[src/hw/flowPkg.sv]
// Flow count and width are fixed here; NumFlows must be at least 2 for the source index
package flowPkg;

  // --------------------
  // Flow shape
  // --------------------

  // Input flows merged by the multiplexer
  localparam int NumFlows = 4;

  // Data bits carried per flow
  localparam int Width = 8;

  // Payload of a single flow
  typedef logic [Width-1:0] flowData_t;

  // Beat held in the output register
  // Source field has the same width as arbPkg::IdxWidth
  typedef struct packed {
    flowData_t                   data;
    logic [$clog2(NumFlows)-1:0] src;
  } popBeat_t;

endpackage : flowPkg

[src/hw/arbPkg.sv]
// Round-robin arbitration constants, derived from flowPkg::NumFlows
package arbPkg;

  // --------------------
  // Arbitration
  // --------------------

  // Bits needed to name one flow
  localparam int IdxWidth = $clog2(flowPkg::NumFlows);

  // Last grant loaded at reset
  // Pointing at the top flow makes flow 0 the first winner
  localparam int ResetLastGrant = flowPkg::NumFlows - 1;

endpackage : arbPkg

[src/hw/flowArbCore.sv]
// Ready-valid control around an external arbiter; pop valid is unstable until accepted
`timescale 1ns/1ps

module flowArbCore (
  input  logic                          clk,
  input  logic                          rst,
  // Arbiter side
  output logic [flowPkg::NumFlows-1:0]  request,
  input  logic [flowPkg::NumFlows-1:0]  grant,
  output logic                          enablePriorityUpdate,
  // Push side
  input  logic [flowPkg::NumFlows-1:0]  pushValid,
  output logic [flowPkg::NumFlows-1:0]  pushReady,
  // Pop side
  input  logic                          popReady,
  output logic                          popValidUnstable
);

  // --------------------
  // Flow control
  // --------------------

  // Every valid flow competes
  assign request = pushValid;

  // Any pending flow makes the pop side valid
  assign popValidUnstable = |pushValid;

  // Only the winner sees ready, and only when the pop side takes it
  assign pushReady = grant & {flowPkg::NumFlows{popReady}};

  // Priority rotates on a real pop transfer
  assign enablePriorityUpdate = popValidUnstable && popReady;

  // --------------------
  // Checks
  // --------------------

  // A stalled flow keeps its valid up until accepted
  for (genvar i = 0; i < flowPkg::NumFlows; i++) begin : genPushStable
    pushValidHeld: assert property (@(posedge clk) disable iff (rst)
      (pushValid[i] && !pushReady[i]) |=> pushValid[i])
      else $error("flowArbCore: flow %0d dropped valid before accept", i);
  end

endmodule : flowArbCore

[src/hw/onehotMux.sv]
// One-hot selector; select must be one-hot or zero, zero select gives all-zero output
`timescale 1ns/1ps

module onehotMux #(
  parameter int  NumInputs = 2,
  parameter type PayloadT  = logic
) (
  input  logic                          clk,
  input  logic    [NumInputs-1:0]       select,
  input  PayloadT [NumInputs-1:0]       in,
  output PayloadT                       out
);

  // --------------------
  // Selection
  // --------------------

  // OR of the inputs masked by their select bit
  always_comb begin
    out = '0;
    for (int i = 0; i < NumInputs; i++) begin
      if (select[i]) begin
        out = out | in[i];
      end
    end
  end

  // More than one hot bit would blend payloads
  selectOnehot: assert property (@(posedge clk) $onehot0(select))
    else $error("onehotMux: select %b is not one-hot", select);

endmodule : onehotMux

[src/hw/flowMuxCore.sv]
// Zero-latency flow mux; pop data and source may change until the pop side accepts
`timescale 1ns/1ps

module flowMuxCore (
  input  logic                                              clk,
  input  logic                                              rst,
  // Arbiter side
  output logic               [flowPkg::NumFlows-1:0]        request,
  input  logic               [flowPkg::NumFlows-1:0]        grant,
  output logic                                              enablePriorityUpdate,
  // Push side
  input  logic               [flowPkg::NumFlows-1:0]        pushValid,
  output logic               [flowPkg::NumFlows-1:0]        pushReady,
  input  flowPkg::flowData_t [flowPkg::NumFlows-1:0]        pushData,
  // Pop side
  input  logic                                              popReady,
  output logic                                              popValidUnstable,
  output flowPkg::flowData_t                                popDataUnstable,
  output logic               [arbPkg::IdxWidth-1:0]         popSrcUnstable
);

  // --------------------
  // Control and data path
  // --------------------

  flowArbCore arbCore (
    .clk                 (clk),
    .rst                 (rst),
    .request             (request),
    .grant               (grant),
    .enablePriorityUpdate(enablePriorityUpdate),
    .pushValid           (pushValid),
    .pushReady           (pushReady),
    .popReady            (popReady),
    .popValidUnstable    (popValidUnstable)
  );

  onehotMux #(
    .NumInputs(flowPkg::NumFlows),
    .PayloadT (flowPkg::flowData_t)
  ) dataMux (
    .clk   (clk),
    .select(grant),
    .in    (pushData),
    .out   (popDataUnstable)
  );

  // Grant to index, zero when nothing is granted
  always_comb begin
    popSrcUnstable = '0;
    for (int i = 0; i < flowPkg::NumFlows; i++) begin
      if (grant[i]) popSrcUnstable = i[arbPkg::IdxWidth-1:0];
    end
  end

  // Accepted flow is the one steered to the pop side
  for (genvar i = 0; i < flowPkg::NumFlows; i++) begin : genDataSelected
    dataSelected: assert property (@(posedge clk) disable iff (rst)
      (pushValid[i] && pushReady[i]) |->
        (popDataUnstable == pushData[i]) && (popSrcUnstable == i))
      else $error("flowMuxCore: flow %0d accepted but not steered", i);
  end

endmodule : flowMuxCore

[config.mk]
export PLATFORM = sky130hd
export DESIGN_NAME = flowMuxCore
export DESIGN_NICKNAME = d
export VERILOG_FILES = /design/src/hw/flowPkg.sv /design/src/hw/arbPkg.sv /design/src/hw/flowArbCore.sv /design/src/hw/onehotMux.sv /design/src/hw/flowMuxCore.sv
export SDC_FILE = /design/constraint.sdc
export NUM_CORES = 1
export LEC_CHECK = 0
export BUFFER_PORTS_ARGS = -buffer_cell sky130_fd_sc_hd__buf_2
export CAP_MARGIN = 30
export CORE_AREA = 5 5 42 44
export DETAILED_ROUTE_END_ITERATION = 8
export DIE_AREA = 0 0 47 49
export PLACE_DENSITY = 0.74
export SLEW_MARGIN = 20
export SYNTH_ARGS = -nofsm -noshare
export SYNTH_HDL_FRONTEND = slang
export SYNTH_SLANG_ARGS = --single-unit
[constraint.sdc]
create_clock -name vclk -period 1.3
set_input_delay 0.13 -clock vclk [all_inputs]
set_output_delay 0.13 -clock vclk [all_outputs]
set_load 0.05 [all_outputs]
==> results.txt <==
Outcome -> completed
Final Hold Viols -> 0
First-pass GRT wire length -> 1730 microns
Crit path max-delay cell type -> or4_4
Seq cells -> 0
Arr. time, crit path -> 1120 ps
Worst hold endpoint -> request[2]
Site row count -> 14
Post-synthesis cell count -> 41
Ports -> 63
Post-CTS Hold Fix Bufs -> 0
Compound-gate portion of the synthesized area -> 49.5%
Layout cells sized above 1 -> 68.1%
Max FO, Critical Path -> 2
Largest stage delay, worst path -> 520 ps
Tcrit/Tclk final -> 96.2%
Die area -> 0.00230 sq mm
Vias post-DR -> 507
Synth unique cells -> 10
WL per Instance -> 11.9 microns
Remaining global-route overflow -> 0
Total design power -> 0.316 mW
Crit-path most repeated cell -> buf_2
RD Place Congestion -> 0.734
Nets -> 139
Worst setup SP type -> input pin
Ys Warns -> 0
Post-Synth Simple-Gate Area -> 31.6%
Multi-input combinational cell area -> 209 sq um
Critical path's top delay family -> simple AND/OR/NAND/NOR gates
Ant diodes -> 0
DR pass1 iterations -> 4
HP Start -> pushValid[2]
Synth area leader -> a22oi_1
Worst-Margin Slew -> 258 ps
Port Buffer Count -> 61
Effective utilization at floorplan -> 18.4%
Vias in the first global route -> 411
Initial antenna violation count -> 0
Starting DRT DRC Count -> 12
Maximum vdd drop -> 0.205 mV
RSZ-0062 raised after global routing -> no
Multiplexer area fraction after synthesis -> 0%
Fmax -> 799 MHz
Worst EP required -> 1170 ps
Area share of fa/ha/maj cells after synthesis -> 0%
P&R area growth vs syn -> 109%
Largest net degree at the start of global routing -> 12
Syn nets -> 84
Vias/cell -> 4.61
Crit path buffers/inverters -> 2
Max Cap Viol -> 0
Crit-path cells -> buf_2 -> or4_4 -> and2_4 -> buf_2
Lkg Pwr -> 0.330 nW
All-Layer GR Usage -> 9.33%
Register area share after synthesis -> 0%
Largest family of logic cells by synthesized area -> compound AO/OA/AOI/OAI gates
Post-CTS sizing -> 0
Yosys top cell area share -> 46.6%
Max_slew headroom -> 82.9%
Post-CTS Setup Bufs -> 0
Drt drc -> 0
Final Max Tran Viols -> 0
Worst min path class -> input pin to output port
Post-route setup TNS -> 0 ps
Post-DP HPWL -> 1140 microns
CP Class -> input pin to output port
Hold Path Depth -> 2
Minimum clock period -> 1250 ps
Synthesized area -> 258 sq um
Routed WL -> 1310 microns
Die H -> 49 microns
Syn_area_per_cell -> 6.29 sq um
Final Setup Violations -> 0
Antenna viol nets, final -> 0
PD cells -> 587 mW/mm^2
Post-synthesis xor/xnor area fraction -> 0%
Clock buf count -> 0
Core Box Area -> 0.00140 sq mm
Fillcell total -> 157
Reg area -> 0 sq um
CP endpoint kind -> output port
Utilization after layout -> 38.4%
Die width -> 47 microns
Area contributors post-synth -> a22oi_1 (47%), buf_4 (12%), nand2_1 (12%)
layer usage:
layer	track usage (%)	share of wire, %	vias up
met5	0	0	-
met4	0	0	0
met3	0.369	15	0
met2	17.9	50	32
met1	11.5	35	220
li1	-	-	255
cells in the mapped netlist (all sizes together):
cell / n
and2: 5
clkbuf: 4
or4: 1
a21o: 1
nand2: 8
a22oi: 16
buf: 4
inv: 1
or2: 1
metrics by stage:
stage	instance area, sq um	worst slack, ps	hold WS [ps]	cells
floorplan	258	138	427	41
global placement	538	58.7	562	110
detailed placement	538	48.9	563	110
CTS	538	48.9	563	110
global route	538	39.2	568	110
finish	538	49.2	563	110
logic make-up (layout without fill, tap and decap cells):
logic type      count (synthesis)  in the layout
compound gates                 17             17
buf+inv                         9             62
simple gates                   15             15
cell usage in the layout (no fill, tap or decap), drive strengths merged:
cell type | Yosys | routed
a22oi | 16 | 16
and2 | 5 | 5
a21o | 1 | 1
or4 | 1 | 1
inv | 1 | 1
nand2 | 8 | 8
buf | 4 | 61
or2 | 1 | 1
final cells by class:
type / count / share of cell area (%)
repair buffers: 61 / 56.7
multi-input cells: 32 / 38.8
well taps: 16 / 3.72
inverters: 1 / 0.698
power breakdown:
part / internal [mW] / switching [mW] / leakage, nW / total, mW
registers: 0 / 0 / 0 / 0
clock network: 0 / 0 / 0 / 0
logic: 0.101 / 0.215 / 0.330 / 0.316
how the worst max path moves through the flow:
stage	startpoint	endpoint	slack (ps)	cells past startpoint
5_1_grt	pushValid[1]	enablePriorityUpdate	40	4
2_1_floorplan	pushValid[1]	enablePriorityUpdate	140	2
4_1_cts	pushValid[1]	enablePriorityUpdate	50	4
6_report	pushValid[1]	enablePriorityUpdate	50	4
3_5_place_dp	pushValid[1]	enablePriorityUpdate	50	4
3_3_place_gp	pushValid[1]	enablePriorityUpdate	60	4
No activity file was read; power rests on OpenSTA's default activity.
